File: config.mk
export PLATFORM = sky130hd
export DESIGN_NAME = model_loader_top
export DESIGN_NICKNAME = d
export VERILOG_FILES = /design/src/hw/sd_pkg.sv /design/src/hw/mem_pkg.sv /design/src/hw/sd_spi_byte.sv /design/src/hw/sd_card_ctrl.sv /design/src/hw/app_write_packer.sv /design/src/hw/model_loader_top.sv
export VERILOG_INCLUDE_DIRS = /design/src /design/src/include
export SDC_FILE = /design/constraint.sdc
export NUM_CORES = 1
export LEC_CHECK = 0
export ABC_AREA = 1
export BUFFER_PORTS_ARGS = -buffer_cell sky130_fd_sc_hd__buf_2
export CORE_ASPECT_RATIO = 1.25
export CORE_MARGIN = 2
export CORE_UTILIZATION = 50
export DETAILED_ROUTE_END_ITERATION = 10
export HOLD_SLACK_MARGIN = 0.06
export PLACE_DENSITY = 0.68
export REMOVE_ABC_BUFFERS = 1
export SLEW_MARGIN = 5
export SYNTH_ARGS = -nofsm -noshare
export SYNTH_HDL_FRONTEND = slang
export SYNTH_SLANG_ARGS = --single-unit
File: constraint.sdc
create_clock -name clk_osc -period 3.1 [get_ports clk_osc]
set_input_delay 0.62 -clock clk_osc [delete_from_list [all_inputs] [get_ports clk_osc]]
set_output_delay 0.62 -clock clk_osc [all_outputs]
set_load 0.02 [all_outputs]
File: src/include/loader_consts.svh
`ifndef LOADER_CONSTS_SVH
`define LOADER_CONSTS_SVH

// clk_osc cycles per sd_clk half period, keep it even
`define SD_CLK_DIV 4

// idle sd_clk pulses with cs high before CMD0
`define SD_INIT_CLOCKS 80

// payload bytes per sector
`define SECTOR_BYTES 512

// first sector holding model parameters
`define START_SECTOR 16

// sectors loaded in one run
`define SECTOR_COUNT 2

// memory app port word and address width
`define APP_DATA_WIDTH 128
`define APP_ADDR_WIDTH 28

// first app address written
`define APP_BASE_ADDR 0

// address increase per 128-bit word
`define APP_ADDR_STEP 8

`endif

File: src/hw/sd_pkg.sv
package sd_pkg;

	// command indices used by the loader
	typedef enum logic [5:0] {
		GO_IDLE         = 6'd0,
		READ_SINGLE     = 6'd17,
		SD_SEND_OP_COND = 6'd41,
		APP_CMD         = 6'd55
	} sd_cmd_e;

	// card controller states, in sequence order
	typedef enum logic [3:0] {
		WAIT_CALIB,
		INIT_CLOCKS,
		SEND_CMD,
		GET_R1,
		WAIT_TOKEN,
		READ_DATA,
		SKIP_CRC,
		NEXT,
		DONE
	} sd_state_e;

	// one payload byte per valid cycle
	typedef struct packed {
		logic       valid;
		logic [7:0] data;
	} sd_byte_t;

endpackage

File: src/hw/mem_pkg.sv
`include "loader_consts.svh"

package mem_pkg;

	// app write request
	// en held until app_rdy and app_wdf_rdy meet
	typedef struct packed {
		logic                       en;
		logic [`APP_ADDR_WIDTH-1:0] addr;
		logic [`APP_DATA_WIDTH-1:0] data;
	} app_wr_t;

	// packer states
	// FILL collects bytes, WRITE offers the word
	typedef enum logic {
		FILL,
		WRITE
	} pack_state_e;

endpackage

File: src/hw/sd_spi_byte.sv
`include "loader_consts.svh"

module sd_spi_byte (
	input  logic       clk_osc,
	input  logic       arst_n,
	input  logic       xfer_start,
	input  logic [7:0] tx_byte,
	input  logic       cs_level,
	input  logic       sd_miso,
	output logic       xfer_done,
	output logic [7:0] rx_byte,
	output logic       sd_clk,
	output logic       sd_cs,
	output logic       sd_mosi
);

	localparam int DIV_W = $clog2(`SD_CLK_DIV);

	logic             busy;
	logic [DIV_W-1:0] div_cnt;
	// counts sd_clk edges, 16 per byte
	logic [3:0]       edge_cnt;
	logic [7:0]       tx_shift;
	logic             half_tick;

	// end of one sd_clk half period
	assign half_tick = busy && (div_cnt == DIV_W'(`SD_CLK_DIV - 1));
	// last falling edge closes the byte
	assign xfer_done = half_tick && (edge_cnt == 4'd15);

	// mode 0, msb already on the line before the first rising edge
	assign sd_mosi = tx_shift[7];
	assign sd_cs = cs_level;

	always_ff @(posedge clk_osc or negedge arst_n) begin
		if (!arst_n) begin
			busy <= 1'b0;
			div_cnt <= '0;
			edge_cnt <= '0;
			sd_clk <= 1'b0;
			// idle line high
			tx_shift <= 8'hff;
		end else if (xfer_start) begin
			busy <= 1'b1;
			div_cnt <= '0;
			edge_cnt <= '0;
			tx_shift <= tx_byte;
		end else if (busy) begin
			if (half_tick) begin
				div_cnt <= '0;
				edge_cnt <= edge_cnt + 4'd1;
				sd_clk <= ~sd_clk;
				// falling edge, next bit out
				// ones shifted in leave mosi high afterwards
				if (sd_clk) begin
					tx_shift <= {tx_shift[6:0], 1'b1};
				end
				if (edge_cnt == 4'd15) begin
					busy <= 1'b0;
				end
			end else begin
				div_cnt <= div_cnt + 1'b1;
			end
		end
	end

	// sample miso on rising edges, msb first
	always_ff @(posedge clk_osc) begin
		if (half_tick && !sd_clk) begin
			rx_byte <= {rx_byte[6:0], sd_miso};
		end
	end

endmodule

File: src/hw/sd_card_ctrl.sv
`include "loader_consts.svh"

module sd_card_ctrl (
	input  logic            clk_osc,
	input  logic            arst_n,
	input  logic            init_calib_complete,
	input  logic            xfer_done,
	input  logic [7:0]      rx_byte,
	input  logic            byte_space,
	output logic            xfer_start,
	output logic [7:0]      tx_byte,
	output logic            cs_level,
	output sd_pkg::sd_byte_t payload,
	output logic            card_ready,
	output logic            load_done
);

	localparam int CNT_W = $clog2(`SECTOR_BYTES);
	localparam int SEC_W = $clog2(`SECTOR_COUNT + 1);
	// idle clocks go out as whole 0xff bytes
	localparam int INIT_XFERS = `SD_INIT_CLOCKS / 8;

	sd_pkg::sd_state_e state;
	sd_pkg::sd_cmd_e   cur_cmd;
	logic [31:0]       cmd_arg;
	logic [CNT_W-1:0]  cnt;
	logic [SEC_W-1:0]  sector_idx;
	// a byte is on the wire
	logic              pending;
	logic              want_xfer;
	logic [7:0]        next_tx;

	// 0x40 | index, arg msb first, crc byte
	function automatic logic [7:0] frame_byte(
		input sd_pkg::sd_cmd_e cmd,
		input logic [31:0]     arg,
		input logic [2:0]      idx
	);
		case (idx)
			3'd0: frame_byte = {2'b01, cmd};
			3'd1: frame_byte = arg[31:24];
			3'd2: frame_byte = arg[23:16];
			3'd3: frame_byte = arg[15:8];
			3'd4: frame_byte = arg[7:0];
			// only CMD0 needs a valid crc in spi mode
			default: frame_byte = (cmd == sd_pkg::GO_IDLE) ? 8'h95 : 8'h01;
		endcase
	endfunction

	// which byte the current state wants to move
	always_comb begin
		want_xfer = 1'b0;
		next_tx = 8'hff;
		case (state)
			sd_pkg::INIT_CLOCKS, sd_pkg::GET_R1, sd_pkg::WAIT_TOKEN,
			sd_pkg::SKIP_CRC, sd_pkg::NEXT: begin
				want_xfer = 1'b1;
			end
			sd_pkg::SEND_CMD: begin
				want_xfer = 1'b1;
				next_tx = frame_byte(cur_cmd, cmd_arg, cnt[2:0]);
			end
			// payload waits for room in the packer
			sd_pkg::READ_DATA: want_xfer = byte_space;
			default: want_xfer = 1'b0;
		endcase
	end

	// data bytes go straight out with the done strobe
	assign payload.valid = (state == sd_pkg::READ_DATA) && xfer_done;
	assign payload.data = rx_byte;

	always_ff @(posedge clk_osc or negedge arst_n) begin
		if (!arst_n) begin
			state <= sd_pkg::WAIT_CALIB;
			cur_cmd <= sd_pkg::GO_IDLE;
			cmd_arg <= '0;
			cnt <= '0;
			sector_idx <= '0;
			pending <= 1'b0;
			xfer_start <= 1'b0;
			tx_byte <= 8'hff;
			cs_level <= 1'b1;
			card_ready <= 1'b0;
			load_done <= 1'b0;
		end else begin
			xfer_start <= 1'b0;
			if (want_xfer && !pending) begin
				xfer_start <= 1'b1;
				tx_byte <= next_tx;
				pending <= 1'b1;
			end
			if (xfer_done) begin
				pending <= 1'b0;
			end

			case (state)
				sd_pkg::WAIT_CALIB: begin
					if (init_calib_complete) begin
						state <= sd_pkg::INIT_CLOCKS;
					end
				end
				sd_pkg::INIT_CLOCKS: begin
					if (xfer_done) begin
						if (cnt == CNT_W'(INIT_XFERS - 1)) begin
							cnt <= '0;
							cs_level <= 1'b0;
							state <= sd_pkg::SEND_CMD;
						end else begin
							cnt <= cnt + 1'b1;
						end
					end
				end
				// six frame bytes
				sd_pkg::SEND_CMD: begin
					if (xfer_done) begin
						if (cnt == CNT_W'(5)) begin
							cnt <= '0;
							state <= sd_pkg::GET_R1;
						end else begin
							cnt <= cnt + 1'b1;
						end
					end
				end
				// poll until the card drives something other than 0xff
				sd_pkg::GET_R1: begin
					if (xfer_done && rx_byte != 8'hff) begin
						state <= sd_pkg::NEXT;
						cs_level <= 1'b1;
						case (cur_cmd)
							sd_pkg::GO_IDLE: begin
								cur_cmd <= sd_pkg::APP_CMD;
								cmd_arg <= '0;
							end
							sd_pkg::APP_CMD: begin
								cur_cmd <= sd_pkg::SD_SEND_OP_COND;
								// HCS set, high capacity accepted
								cmd_arg <= 32'h4000_0000;
							end
							sd_pkg::SD_SEND_OP_COND: begin
								if (rx_byte == 8'h00) begin
									card_ready <= 1'b1;
									cur_cmd <= sd_pkg::READ_SINGLE;
									cmd_arg <= 32'(`START_SECTOR);
								end else begin
									// still idle, next CMD55 + ACMD41 pair
									cur_cmd <= sd_pkg::APP_CMD;
									cmd_arg <= '0;
								end
							end
							default: begin
								// CMD17 keeps cs low into the data phase
								cs_level <= 1'b0;
								state <= sd_pkg::WAIT_TOKEN;
							end
						endcase
					end
				end
				sd_pkg::WAIT_TOKEN: begin
					if (xfer_done && rx_byte == 8'hfe) begin
						cnt <= '0;
						state <= sd_pkg::READ_DATA;
					end
				end
				sd_pkg::READ_DATA: begin
					if (xfer_done) begin
						if (cnt == CNT_W'(`SECTOR_BYTES - 1)) begin
							cnt <= '0;
							state <= sd_pkg::SKIP_CRC;
						end else begin
							cnt <= cnt + 1'b1;
						end
					end
				end
				// two crc bytes, dropped
				sd_pkg::SKIP_CRC: begin
					if (xfer_done) begin
						if (cnt == CNT_W'(1)) begin
							cnt <= '0;
							sector_idx <= sector_idx + 1'b1;
							cmd_arg <= cmd_arg + 32'd1;
							cs_level <= 1'b1;
							state <= sd_pkg::NEXT;
						end else begin
							cnt <= cnt + 1'b1;
						end
					end
				end
				// one gap byte with cs high between commands
				sd_pkg::NEXT: begin
					if (xfer_done) begin
						if (sector_idx == SEC_W'(`SECTOR_COUNT)) begin
							state <= sd_pkg::DONE;
						end else begin
							cnt <= '0;
							cs_level <= 1'b0;
							state <= sd_pkg::SEND_CMD;
						end
					end
				end
				// last word has left the packer once it has room again
				default: begin
					if (byte_space) begin
						load_done <= 1'b1;
					end
				end
			endcase
		end
	end

endmodule

File: src/hw/app_write_packer.sv
`include "loader_consts.svh"

module app_write_packer (
	input  logic             clk_osc,
	input  logic             arst_n,
	input  sd_pkg::sd_byte_t payload,
	input  logic             app_rdy,
	input  logic             app_wdf_rdy,
	output logic             byte_space,
	output mem_pkg::app_wr_t app_wr
);

	localparam int BYTES_PER_WORD = `APP_DATA_WIDTH / 8;
	localparam int BW = $clog2(BYTES_PER_WORD);

	mem_pkg::pack_state_e       state;
	logic [BW-1:0]              byte_cnt;
	logic [`APP_ADDR_WIDTH-1:0] addr_q;
	logic [`APP_DATA_WIDTH-1:0] word_q;
	// command and data accepted together
	logic                       accept;

	assign accept = app_rdy && app_wdf_rdy;
	assign byte_space = (state == mem_pkg::FILL);

	assign app_wr.en = (state == mem_pkg::WRITE);
	assign app_wr.addr = addr_q;
	assign app_wr.data = word_q;

	always_ff @(posedge clk_osc or negedge arst_n) begin
		if (!arst_n) begin
			state <= mem_pkg::FILL;
			byte_cnt <= '0;
			addr_q <= `APP_ADDR_WIDTH'(`APP_BASE_ADDR);
		end else begin
			case (state)
				mem_pkg::FILL: begin
					if (payload.valid) begin
						byte_cnt <= byte_cnt + 1'b1;
						// 16th byte completes the word
						if (byte_cnt == BW'(BYTES_PER_WORD - 1)) begin
							state <= mem_pkg::WRITE;
						end
					end
				end
				default: begin
					// word and address held until accepted
					if (accept) begin
						addr_q <= addr_q + `APP_ADDR_WIDTH'(`APP_ADDR_STEP);
						state <= mem_pkg::FILL;
					end
				end
			endcase
		end
	end

	// little endian, byte k lands in bits 8k+7 to 8k
	always_ff @(posedge clk_osc) begin
		if (byte_space && payload.valid) begin
			word_q[{byte_cnt, 3'b000} +: 8] <= payload.data;
		end
	end

endmodule

File: src/hw/model_loader_top.sv
module model_loader_top (
	input  logic             clk_osc,
	input  logic             arst_n,
	input  logic             init_calib_complete,
	input  logic             app_rdy,
	input  logic             app_wdf_rdy,
	input  logic             sd_miso,
	output mem_pkg::app_wr_t app_wr,
	output logic             sd_clk,
	output logic             sd_cs,
	output logic             sd_mosi,
	output logic [1:0]       led
);

	// controller to spi engine
	logic             xfer_start;
	logic             xfer_done;
	logic [7:0]       tx_byte;
	logic [7:0]       rx_byte;
	logic             cs_level;
	// payload stream into the packer
	sd_pkg::sd_byte_t payload;
	logic             byte_space;
	// status
	logic             card_ready;
	logic             load_done;

	// led[0] card ready, led[1] load done
	assign led = {load_done, card_ready};

	sd_card_ctrl sd_card_ctrl_inst (
		.clk_osc             (clk_osc),
		.arst_n              (arst_n),
		.init_calib_complete (init_calib_complete),
		.xfer_done           (xfer_done),
		.rx_byte             (rx_byte),
		.byte_space          (byte_space),
		.xfer_start          (xfer_start),
		.tx_byte             (tx_byte),
		.cs_level            (cs_level),
		.payload             (payload),
		.card_ready          (card_ready),
		.load_done           (load_done)
	);

	sd_spi_byte sd_spi_byte_inst (
		.clk_osc    (clk_osc),
		.arst_n     (arst_n),
		.xfer_start (xfer_start),
		.tx_byte    (tx_byte),
		.cs_level   (cs_level),
		.sd_miso    (sd_miso),
		.xfer_done  (xfer_done),
		.rx_byte    (rx_byte),
		.sd_clk     (sd_clk),
		.sd_cs      (sd_cs),
		.sd_mosi    (sd_mosi)
	);

	app_write_packer app_write_packer_inst (
		.clk_osc     (clk_osc),
		.arst_n      (arst_n),
		.payload     (payload),
		.app_rdy     (app_rdy),
		.app_wdf_rdy (app_wdf_rdy),
		.byte_space  (byte_space),
		.app_wr      (app_wr)
	);

endmodule

======== Word-level counts from Yosys, hierarchy flattened ========
Index checks and enable logic that the tools add are counted.
word-level totals
  register bits after elaboration ......... 251
  latch bits .............................. 0
  RAM bits ................................ 0
  ROM bits ................................ 0
  output and inout port bits .............. 162
  memories kept ........................... 0
cells by class
  add/sub/neg operators ................... 8
  multiply operators ...................... 0
  divide/modulo/power cells ............... 0
  order comparisons ....................... 0
  eq/ne operators ......................... 37
  shifts and indexed selects .............. 2
  mux-type cells .......................... 70
  bitwise gates (word level) .............. 4
  reductions and logical operators ........ 40
operator list
  operator                                                                 number
  128-bit bitwise mux                                                      1
  8-bit by 9-bit variable shift with 128-bit output, first input constant  1
  8-bit by 9-bit variable part select with 128-bit output                  1
  9-bit two-way mux                                                        11
  32-bit two-way mux                                                       3
  32-bit case mux with 3 select lines                                      1
  4-bit two-way mux                                                        16
  32-bit case mux with 2 select lines                                      1
  9-bit case mux with 6 select lines                                       1
  8-bit two-way mux                                                        6
  8-bit case mux with 5 select lines                                       1
  32-bit by 1-bit adder with 32-bit output, second input constant          1
  4-bit case mux with 8 select lines                                       1
  28-bit by 4-bit adder with 28-bit output, second input constant          1
  2-bit by 1-bit != test with 1-bit output, second input constant          10
  1-bit two-way mux                                                        19
  6-bit case mux with 3 select lines                                       1
  4-bit by 3-bit == test with 1-bit output, second input constant          4
  8-bit AND reduction                                                      2
  13-bit AND reduction                                                     1
  6-bit == test, second input constant                                     2
  3-bit AND reduction                                                      4
  2-bit nonzero test                                                       5
  9-bit by 1-bit adder with 9-bit output, second input constant            1
  40 further kinds                                                         66

======== Logic depth before layout (Yosys ltp) ========
Gate-level depths: netlist of run 1.
  depth in word-level cells ............... 6
  depth in mapped cells ................... 14
  depth with buffers taken out ............ 14

======== Hierarchy ========
A second synthesis of run 1 with hierarchy kept.
unflattened totals
  cell total of the unflattened synthesis .. 1457
  area total of the unflattened synthesis .. 12614.6 µm²
modules (own cells, without submodules)
  module            instances  cells an instance  area each (µm²)
  app_write_packer  1          594                6732.7
  sd_card_ctrl      1          758                4827.1
  sd_spi_byte       1          103                1039.7
  model_loader_top  1          2                  15.0

======== Worst setup path before layout of run 1 ========
No wires, ideal clock.
  path kind ............................... register -> register
  start ................................... register app_write_packer_inst.byte_cnt[0] (netlist name)
  end ..................................... register app_write_packer_inst.word_q[112] (enable)
  library setup time ...................... 0.370 ns
  arrival ................................. 2.195 ns
  slack ................................... 0.535 ns
  stages on the path, launching flop included .. 9
  path buffers ............................ 2
  clock period less this slack ............ 2.565 ns
  path through ............................ dfrtp_1 inv_2 buf_1 ha_1 clkbuf_1 nand2_1 nor2_2 inv_2 nor2_1
RTL lines
  what                            line                    source
  end signal: indexed assignment  app_write_packer.sv:60  word_q[{byte_cnt, 3'b000} +: 8] <= payload.data;
  end: declaration                app_write_packer.sv:19  logic [`APP_DATA_WIDTH-1:0] word_q;

==> results of run 1 <==
==> per-layer routing <==
layer | vias up | global-route usage
met5 | - | 0
li1 | 5090 | -
met4 | 0 | 0.0639
met3 | 54 | 0.0295
met2 | 325 | 0.411
met1 | 4781 | 0.287
==> worst max-delay path: cells and delay by family, from the launching register on <==
kind	cells	cell delay, ns
flip-flops	1	0.50
AND/OR/NAND/NOR	3	0.77
buffers and inverters	3	0.63
adder cells (fa/ha/maj)	1	0.48
==> power by group through the flow <==
| stage | combinational (mW) | sequential [mW] | clock, mW |
|---|---|---|---|
| 2_1_floorplan | 0.0222 | 3.55 | 0 |
| 3_3_place_gp | 0.0909 | 3.53 | 0 |
| 3_5_place_dp | 0.0929 | 3.53 | 0 |
| 4_1_cts | 0.0936 | 3.47 | 3.00 |
| 5_1_grt | 0.104 | 3.47 | 3.11 |
| 6_report | 0.0901 | 3.47 | 2.94 |
==> metrics by stage <==
stage | instance area (um^2) | total power, mW | cells | hold slack, ns
floorplan | 12300 | 3.57 | 1452 | 0.324
finish | 14400 | 6.50 | 2004 | 0.0865
CTS | 14400 | 6.56 | 2003 | 0.0908
global placement | 13600 | 3.62 | 1957 | 0.449
global route | 14400 | 6.68 | 2004 | 0.124
detailed placement | 13600 | 3.63 | 1957 | 0.452
==> cell usage after synthesis (3+ instances only) <==
| library cell | n | area share |
|---|---|---|
| nor2_4 | 13 | 0.012 |
| buf_1 | 3 | 0.00090 |
| edfxtp_1 | 136 | 0.33 |
| buf_4 | 7 | 0.0042 |
| clkbuf_1 | 8 | 0.0024 |
| a31oi_1 | 12 | 0.0060 |
| dfstp_2 | 17 | 0.036 |
| xnor2_1 | 12 | 0.0084 |
| buf_6 | 8 | 0.0072 |
| dfrtp_1 | 94 | 0.19 |
| a21oi_1 | 9 | 0.0036 |
| o22ai_1 | 10 | 0.0050 |
| ha_1 | 15 | 0.015 |
| nand3_2 | 3 | 0.0024 |
| nand2_2 | 9 | 0.0045 |
| o21ai_0 | 29 | 0.012 |
| nand2_1 | 422 | 0.13 |
| nand3_1 | 83 | 0.033 |
| buf_2 | 15 | 0.0060 |
| inv_2 | 14 | 0.0042 |
| nand2_4 | 3 | 0.0027 |
| nor3_1 | 34 | 0.014 |
| nor2_1 | 318 | 0.095 |
| inv_1 | 138 | 0.041 |
| nand4_1 | 22 | 0.011 |
| nor2_2 | 9 | 0.0045 |
| xor2_1 | 23 | 0.016 |
==> cell usage in the layout, fill, tap and decap left out, drive strengths merged, types with 33 or more instances in the layout <==
cell type	netlist	routed
nand3	87	87
nor2	340	340
buf	33	175
o21ai	33	33
nor3	34	34
dfrtp	94	94
clkbuf	8	33
nand2	434	434
inv	152	154
edfxtp	136	136
==> layout make-up <==
cell class                      count  area (um^2)  share of cell area
Antenna cell                        1         2.50            0.000173
Multi-Input combinational cell   1051         4840               0.336
Inverter                          154          579              0.0402
Tap cell                          330          413              0.0286
Clock inverter                     13          124             0.00859
Sequential cell                   247         6880               0.477
Clock buffer                       33          666              0.0461
Timing Repair Buffer              175          918              0.0637
==> cell families (layout without fill, tap and decap cells) <==
logic type      Yosys count  in the layout  synth area share
xor+xnor                 35             35            0.0244
simple gates            927            927             0.312
fa+ha+maj                15             15            0.0149
buf+inv                 195            375            0.0668
flops                   247            247             0.548
compound gates           71             71            0.0333
other cells               1              4          0.000299
==> sequential cells by signal (all words and copies together), names as in the netlist, 5 cells and up <==
signal,count
app_write_packer_inst.word_q,128
sd_spi_byte_inst.rx_byte,8
sd_card_ctrl_inst.cur_cmd,5
sd_spi_byte_inst.tx_shift,8
sd_card_ctrl_inst.tx_byte,8
sd_card_ctrl_inst.cnt,9
sd_card_ctrl_inst.cmd_arg,32
app_write_packer_inst.addr_q,25
==> worst paths after layout <==
kind / to / startpoint / depth (start not counted) / slack, ns
setup reg to reg: app_write_packer_inst.word_q[37] / app_write_packer_inst.byte_cnt[0] / 7 / 0.35
setup / recovery: app_write_packer_inst.word_q[37] / app_write_packer_inst.byte_cnt[0] / 7 / 0.35
hold / removal: sd_card_ctrl_inst.cmd_arg[31] / arst_n / 1 / 0.09
min in group clk_osc: sd_spi_byte_inst.rx_byte[0] / sd_miso / 1 / 0.28
max in group asynchronous: sd_card_ctrl_inst.state[1] / arst_n / 2 / 2.29
hold reg to reg: sd_card_ctrl_inst.card_ready / sd_card_ctrl_inst.card_ready / 1 / 0.47
==> results.json, run 1 <==
{
  "outcome": "completed",
  "pwr-share-comb": 0.014,
  "netlist_instances": 1491,
  "area_growth_pct": 14.9,
  "cap_violations": 0,
  "htree_levels": 1,
  "top_layer": "met4",
  "cts_sinks": 247,
  "pwr-share-seq": 0.534,
  "drive_gt1_frac": 0.172,
  "grt_start_max_net_pins": 51,
  "viasPerCell": 5.11,
  "dieArea_um2": 26400,
  "gp_congestion": 0.926,
  "numPortBuffers": 164,
  "routed-wl-met2_um": 15100,
  "worstMarginPinSlew_ns": 0.728,
  "grt_pass1_wl_um": 49400,
  "wl_met1_um": 12500,
  "cts_tree": "done",
  "root_buffer": "clkbuf_16",
  "ys_ff_latch": 247,
  "clk_latency_ns": 0.53,
  "rows": 64,
  "internal_power_mw": 5.16,
  "clock-skew-final_ns": 0.0111,
  "clkPwrFrac": 0.452,
  "dr.pass1.iters": 5,
  "drc": 0,
  "antenna_left": 0,
  "post_cts_buffers": 0,
  "dr_total_vias": 10300,
  "place_hpwl_um": 22400,
  "start_kind": "flop",
  "leakagePower_nw": 5.59,
  "track_usage": 0.228,
  "grt_antenna_before_repair": 1,
  "crit_slowest_cell": "nor2_1",
  "crit_top_cell": "inv_1",
  "fmax_ghz": 0.363,
  "rsz0062_at_grt": "false",
  "fillers": 2230,
  "relSlewSlack": 0.513,
  "core_um2": 24600,
  "power_density_nw_per_um2": 450,
  "finalCriticalPeriod_ns": 2.75,
  "start_util": 0.511,
  "postCtsHoldBufs": 0,
  "arrival_ns": 2.91,
  "wl_per_cell_um": 15.1,
  "synth-edff-count": 136,
  "switching_share": 0.206,
  "min_path_type": "in -> async",
  "fin_nets": 1675,
  "cts_buffers": 25,
  "p_sw_mw": 1.34,
  "crit_chain": "inv_2 > ha_1 > inv_1 > nand2_1 > nor2_2 > inv_1 > nor2_1",
  "drv_slew": 0,
  "grt_pass1_vias": 9738,
  "crit_type": "reg -> reg",
  "die_x_um": 146,
  "setup_viol": 0,
  "pre_cts_ws_ns": 0.371,
  "fin_util": 0.587,
  "ios": 168,
  "cp_max_fo": 19,
  "endpoint_kind": "flop",
  "synth_cell_type_count": 45,
  "vdd.ir_drop.worst_v": 0.000362,
  "setup_tns_ns": 0,
  "finalWorstSetupSlack_ns": 0.346,
  "synthesis.area_um2": 12600,
  "async_flop_share": 0.449,
  "cts_resized": 0,
  "slowest_delay_ns": 0.52,
  "yosys_warnings": 0,
  "drtIter0Drc": 646,
  "final_hold_viol_count": 0,
  "post-route-period-util": 0.888,
  "die_h_um": 181,
  "path_clk_slew_ns": 0.06,
  "grt-ovfl-total": 0,
  "routed_wl_um": 30200,
  "wl_met3_um": 1850,
  "required_ns": 3.26,
  "syn_area_per_cell_um2": 8.42,
  "cts_max_path_buffers": 3,
  "synth_flop_cell": "edfxtp_1",
  "ys_seq_area_frac": 0.548
}
Note: power is estimated with default switching activity, not from simulation.
==> run 2: changes to the inputs <==
CTS_BUF_LIST = sky130_fd_sc_hd__clkbuf_2 sky130_fd_sc_hd__clkbuf_4 sky130_fd_sc_hd__clkbuf_8   (was unset)
==> results.json, run 2 (synthesis results as in run 1) <==
{
  "cp_max_fo": 19,
  "routed_wl_um": 30200,
  "outcome": "completed",
  "cap_violations": 0,
  "antenna_left": 0,
  "drive_gt1_frac": 0.187,
  "root_buffer": "clkbuf_8",
  "dr.pass1.iters": 6,
  "area_growth_pct": 15.2,
  "htree_levels": 2,
  "fin_nets": 1688,
  "postCtsHoldBufs": 0,
  "finalCriticalPeriod_ns": 2.74,
  "holdWs_ns": 0.0800,
  "grt-ovfl-total": 0,
  "relSlewSlack": 0.498,
  "finalNonFillerCells": 2026,
  "cts_max_path_buffers": 3,
  "final_hold_viol_count": 0,
  "place_hpwl_um": 22400,
  "wl_per_cell_um": 14.9,
  "layout_common_cells": "nand2_1 (422), nor2_1 (318), buf_2 (163), inv_1 (138), edfxtp_1 (136)",
  "worstMarginPinSlew_ns": 0.750,
  "clk_latency_ns": 0.54,
  "grt_pass1_vias": 9771,
  "endpoint_kind": "flop",
  "grt_antenna_before_repair": 1,
  "final_common_cell": "nand2_1",
  "drv_slew": 0,
  "start_util": 0.511,
  "post-route-period-util": 0.885,
  "top_register": "app_write_packer_inst.word_q",
  "drc": 0,
  "track_usage": 0.229,
  "setup_tns_ns": 0,
  "largest_reg_flops": 128,
  "crit_type": "reg -> reg",
  "placed_cells": 1957,
  "cts_sinks": 247,
  "grt_start_max_net_pins": 51,
  "die_h_um": 181,
  "viasPerCell": 5.06,
  "leakagePower_nw": 5.65,
  "drtIter0Drc": 707,
  "cts_buffers": 38,
  "vdd.ir_drop.worst_v": 0.000273,
  "required_ns": 3.26,
  "die_x_um": 146,
  "gp_congestion": 0.926,
  "path_clk_slew_ns": 0.06,
  "grt_pass1_wl_um": 49400,
  "setup_viol": 0,
  "rsz0062_at_grt": "false",
  "ios": 168,
  "post_cts_buffers": 0,
  "clock-skew-final_ns": 0.0256,
  "dr_total_vias": 10200,
  "min_path_type": "in -> async",
  "rows": 64,
  "cts_resized": 0,
  "start_kind": "flop",
  "core_um2": 24600,
  "fmax_ghz": 0.364,
  "numPortBuffers": 164,
  "dieArea_um2": 26400,
  "cts_tree": "done",
  "power_density_nw_per_um2": 446,
  "arrival_ns": 2.91,
  "top_regs": "app_write_packer_inst.word_q (128), sd_card_ctrl_inst.cmd_arg (32), app_write_packer_inst.addr_q (25)"
}
-- run 2: final timing paths --
kind / from / to / slack [ns] / cells past startpoint
min reg2reg: sd_card_ctrl_inst.card_ready / sd_card_ctrl_inst.card_ready / 0.46 / 1
min in group clk_osc: sd_miso / sd_spi_byte_inst.rx_byte[0] / 0.27 / 1
max reg2reg: app_write_packer_inst.byte_cnt[0] / app_write_packer_inst.word_q[34] / 0.36 / 7
min: arst_n / sd_card_ctrl_inst.cmd_arg[15] / 0.08 / 1
max: app_write_packer_inst.byte_cnt[0] / app_write_packer_inst.word_q[34] / 0.36 / 7
max in group asynchronous: arst_n / sd_card_ctrl_inst.state[0] / 2.29 / 2
-- run 2: area by class of cell --
class / instances / area [um^2]
clock inverter: 8 / 67.6
sequential: 247 / 6880
timing repair buffer: 175 / 918
multi-input combinational: 1051 / 4840
fill: 2238 / 10100
clock buffer: 60 / 757
inverter: 154 / 579
tap: 330 / 413
antenna: 1 / 2.50
-- run 2: worst max-delay path, cell delays in order, from the launching register on --
cell and delay, ns:
dfrtp_1 0.50, inv_2 0.21, ha_1 0.47, inv_1 0.32, nand2_1 0.11, nor2_2 0.14
inv_1 0.10, nor2_1 0.52
-- run 2: layer usage --
| layer | GRT usage | part of all wire | up-vias |
|---|---|---|---|
| met1 | 0.287 | 0.42 | 4765 |
| li1 | - | - | 5113 |
| met2 | 0.406 | 0.50 | 319 |
| met5 | 0 | 0 | - |
| met4 | 0.0714 | 0.023 | 0 |
| met3 | 0.0359 | 0.056 | 49 |
-- run 2: through the flow --
stage | cell area (um^2) | util | total power [mW] | worst slack, ns
6_report | 14500 | 0.588 | 6.45 | 0.356
5_1_grt | 14500 | 0.588 | 6.65 | 0.162
2_1_floorplan | 12300 | - | 3.57 | 0.0146
4_1_cts | 14500 | 0.588 | 6.52 | 0.325
3_5_place_dp | 13600 | 0.555 | 3.63 | 0.371
3_3_place_gp | 13600 | 0.555 | 3.62 | 0.505
-- run 2: where the power goes --
part	switching (mW)	internal, mW	total (mW)	leakage, nW
Sequential	0.0147	3.45	3.47	2.42
Combinational	0.0653	0.0246	0.0899	2.79
Clock	1.26	1.64	2.90	0.436
==> run 3: changes to the inputs <==
ABC_AREA = unset   (was 1)
REMOVE_ABC_BUFFERS = unset   (was 1)
SLEW_MARGIN = unset   (was 5)
==> results.json, run 3 <==
{
  "setup_tns_ns": 0,
  "fmax_ghz": 0.359,
  "p_sw_mw": 1.31,
  "diodes": 0,
  "synth_top_area_cell": "edfxtp_1",
  "viasPerCell": 5.40,
  "track_usage": 0.214,
  "r2r-end": "app_write_packer_inst.word_q[85]",
  "area_growth_pct": 19.0,
  "finalCriticalPeriod_ns": 2.78,
  "synth_cell_type_count": 69,
  "clkPwrFrac": 0.443,
  "drv_slew": 0,
  "yosys_warnings": 0,
  "drtIter0Drc": 458,
  "final_area_um2": 13200,
  "ys_ff_latch": 247,
  "crit_type": "reg -> reg",
  "r2r_setup_slack_ns": 0.32,
  "endpoint_kind": "flop",
  "relSlewSlack": 0.181,
  "arrival_ns": 2.93,
  "reg2reg_depth": 7,
  "pwr-share-comb": 0.013,
  "grt-ovfl-total": 0,
  "total_power_mw": 6.38,
  "dr_total_vias": 7986,
  "ios": 168,
  "ys_seq_area_frac": 0.621,
  "cap_violations": 0,
  "pwr-share-seq": 0.543,
  "netlist_instances": 972,
  "grt_start_max_net_pins": 59,
  "grt_antenna_before_repair": 0,
  "start_util": 0.513,
  "largest_reg_flops": 128,
  "cts_tree": "done",
  "reg2reg_from": "app_write_packer_inst.byte_cnt[0]",
  "die_h_um": 171,
  "core_um2": 21600,
  "rows": 60,
  "antenna_left": 0,
  "cts_buffers": 39,
  "worstMarginPinSlew_ns": 1.22,
  "dieArea_um2": 23400,
  "grt_pass1_wl_um": 39300,
  "switching_share": 0.206,
  "post-route-period-util": 0.898,
  "outcome": "completed",
  "synth_top_area_share": 0.368,
  "die_x_um": 137,
  "min_to": "sd_spi_byte_inst.rx_byte[0]",
  "final_hold_viol_count": 0,
  "htree_levels": 2,
  "synth-edff-count": 136,
  "fillers": 1853,
  "layout_common_cells": "buf_2 (163), nor2_1 (157), edfxtp_1 (136), dfrtp_1 (94), nand2_1 (92)",
  "yosys-top-cells-count": "nor2_1 (157), edfxtp_1 (136), dfrtp_1 (94)",
  "clock-skew-final_ns": 0.0290,
  "cp_max_fo": 12,
  "hold_start": "sd_miso",
  "final_common_cell": "buf_2",
  "grt_pass1_vias": 7723,
  "root_buffer": "clkbuf_8",
  "vdd.ir_drop.worst_v": 0.000333,
  "internal_power_mw": 5.07,
  "leakagePower_nw": 4.90,
  "required_ns": 3.25,
  "path_clk_slew_ns": 0.06,
  "numPortBuffers": 164,
  "cts_sinks": 247,
  "async_flop_share": 0.449,
  "synthesis.area_um2": 11100,
  "place_hpwl_um": 18000,
  "routed_wl_um": 24900,
  "start_kind": "flop",
  "gp_congestion": 0.885,
  "place_area_um2": 12400,
  "synth_most_common_cell": "nor2_1",
  "synthTopCellsByArea": "edfxtp_1 (37%), dfrtp_1 (21%), nor2_1 (5.3%)",
  "drc": 0,
  "dr.pass1.iters": 5,
  "clk_latency_ns": 0.53,
  "drive_gt1_frac": 0.259,
  "min_path_type": "in -> reg",
  "fin_nets": 1191,
  "rsz0062_at_grt": "false",
  "synth_flop_cell": "edfxtp_1",
  "cts_max_path_buffers": 3,
  "whs_path_depth": 1,
  "wl_per_cell_um": 16.8,
  "power_density_nw_per_um2": 483,
  "top_regs": "app_write_packer_inst.word_q (128), sd_card_ctrl_inst.cmd_arg (32), app_write_packer_inst.addr_q (25)",
  "syn_area_per_cell_um2": 11.4,
  "setup_viol": 0,
  "top_register": "app_write_packer_inst.word_q"
}
==> run 3: routing by layer <==
| metal | track usage | part of all wire | vias up |
|---|---|---|---|
| met2 | 0.372 | 0.51 | 261 |
| li1 | - | - | 3830 |
| met3 | 0.0314 | 0.054 | 59 |
| met5 | 0 | 0 | - |
| met4 | 0.0771 | 0.028 | 0 |
| met1 | 0.273 | 0.41 | 3836 |
==> run 3: critical path, cell delays in order, from the launching register on <==
cell and delay [ns]:
dfrtp_1 0.55, inv_1 0.16, ha_1 0.27, or2_2 0.30, nand2b_1 0.17, o21ai_0 0.28
nand2_1 0.15, nor2_1 0.54
==> run 3: logic make-up after synthesis <==
logic type | synth area share
fa+ha+maj | 0.0169
mux | 0.0141
compound gates | 0.0687
simple gates | 0.207
flops | 0.621
buf+inv | 0.0247
other cells | 0.000338
xor+xnor | 0.0474
==> run 3: how the worst max path moves through the flow <==
stage	depth (start not counted)	slack (ns)	endpoint	startpoint
6_report	7	0.32	app_write_packer_inst.word_q[85]	app_write_packer_inst.byte_cnt[0]
2_1_floorplan	9	0.22	app_write_packer_inst.word_q[104]	app_write_packer_inst.byte_cnt[0]
5_1_grt	7	0.04	app_write_packer_inst.word_q[26]	app_write_packer_inst.byte_cnt[0]
4_1_cts	7	0.33	app_write_packer_inst.word_q[113]	app_write_packer_inst.byte_cnt[0]
3_3_place_gp	8	0.43	sd_card_ctrl_inst.cmd_arg[25]	sd_card_ctrl_inst.cnt[1]
3_5_place_dp	7	0.34	app_write_packer_inst.word_q[114]	app_write_packer_inst.byte_cnt[0]
==> run 3: stage by stage <==
stage	cells	setup slack [ns]	hold slack [ns]	util
after floorplan	974	0.224	0.324	-
after global placement	1407	0.425	0.436	0.572
after detailed placement	1407	0.336	0.447	0.572
after CTS	1480	0.328	0.264	0.611
after global routing	1480	0.0382	0.259	0.611
final	1480	0.316	0.288	0.611
==> run 3: power by group through the flow <==
stage	Clock, mW	Combinational, mW	Sequential [mW]
detailed placement	0	0.0876	3.53
global placement	0	0.0864	3.53
global route	3.04	0.0966	3.47
floorplan	0	0.0220	3.54
finish	2.83	0.0851	3.47
CTS	2.90	0.0889	3.47
==> run 3: cell type report <==
| cell class | instances | area (um^2) | area share |
|---|---|---|---|
| Clock inverter | 18 | 144 | 0.0109 |
| Sequential cell | 247 | 6880 | 0.521 |
| Timing Repair Buffer | 203 | 1130 | 0.0857 |
| Tap cell | 279 | 349 | 0.0264 |
| Clock buffer | 54 | 674 | 0.0511 |
| Multi-Input combinational cell | 663 | 3960 | 0.300 |
| Inverter | 16 | 60.1 | 0.00455 |
==> run 3: timing repair <==
item                                   CTS  global route
gates resized for setup                  0             0
buffers inserted                         0             0
endpoints found under the hold margin   26             0
hold buffers                             1             0
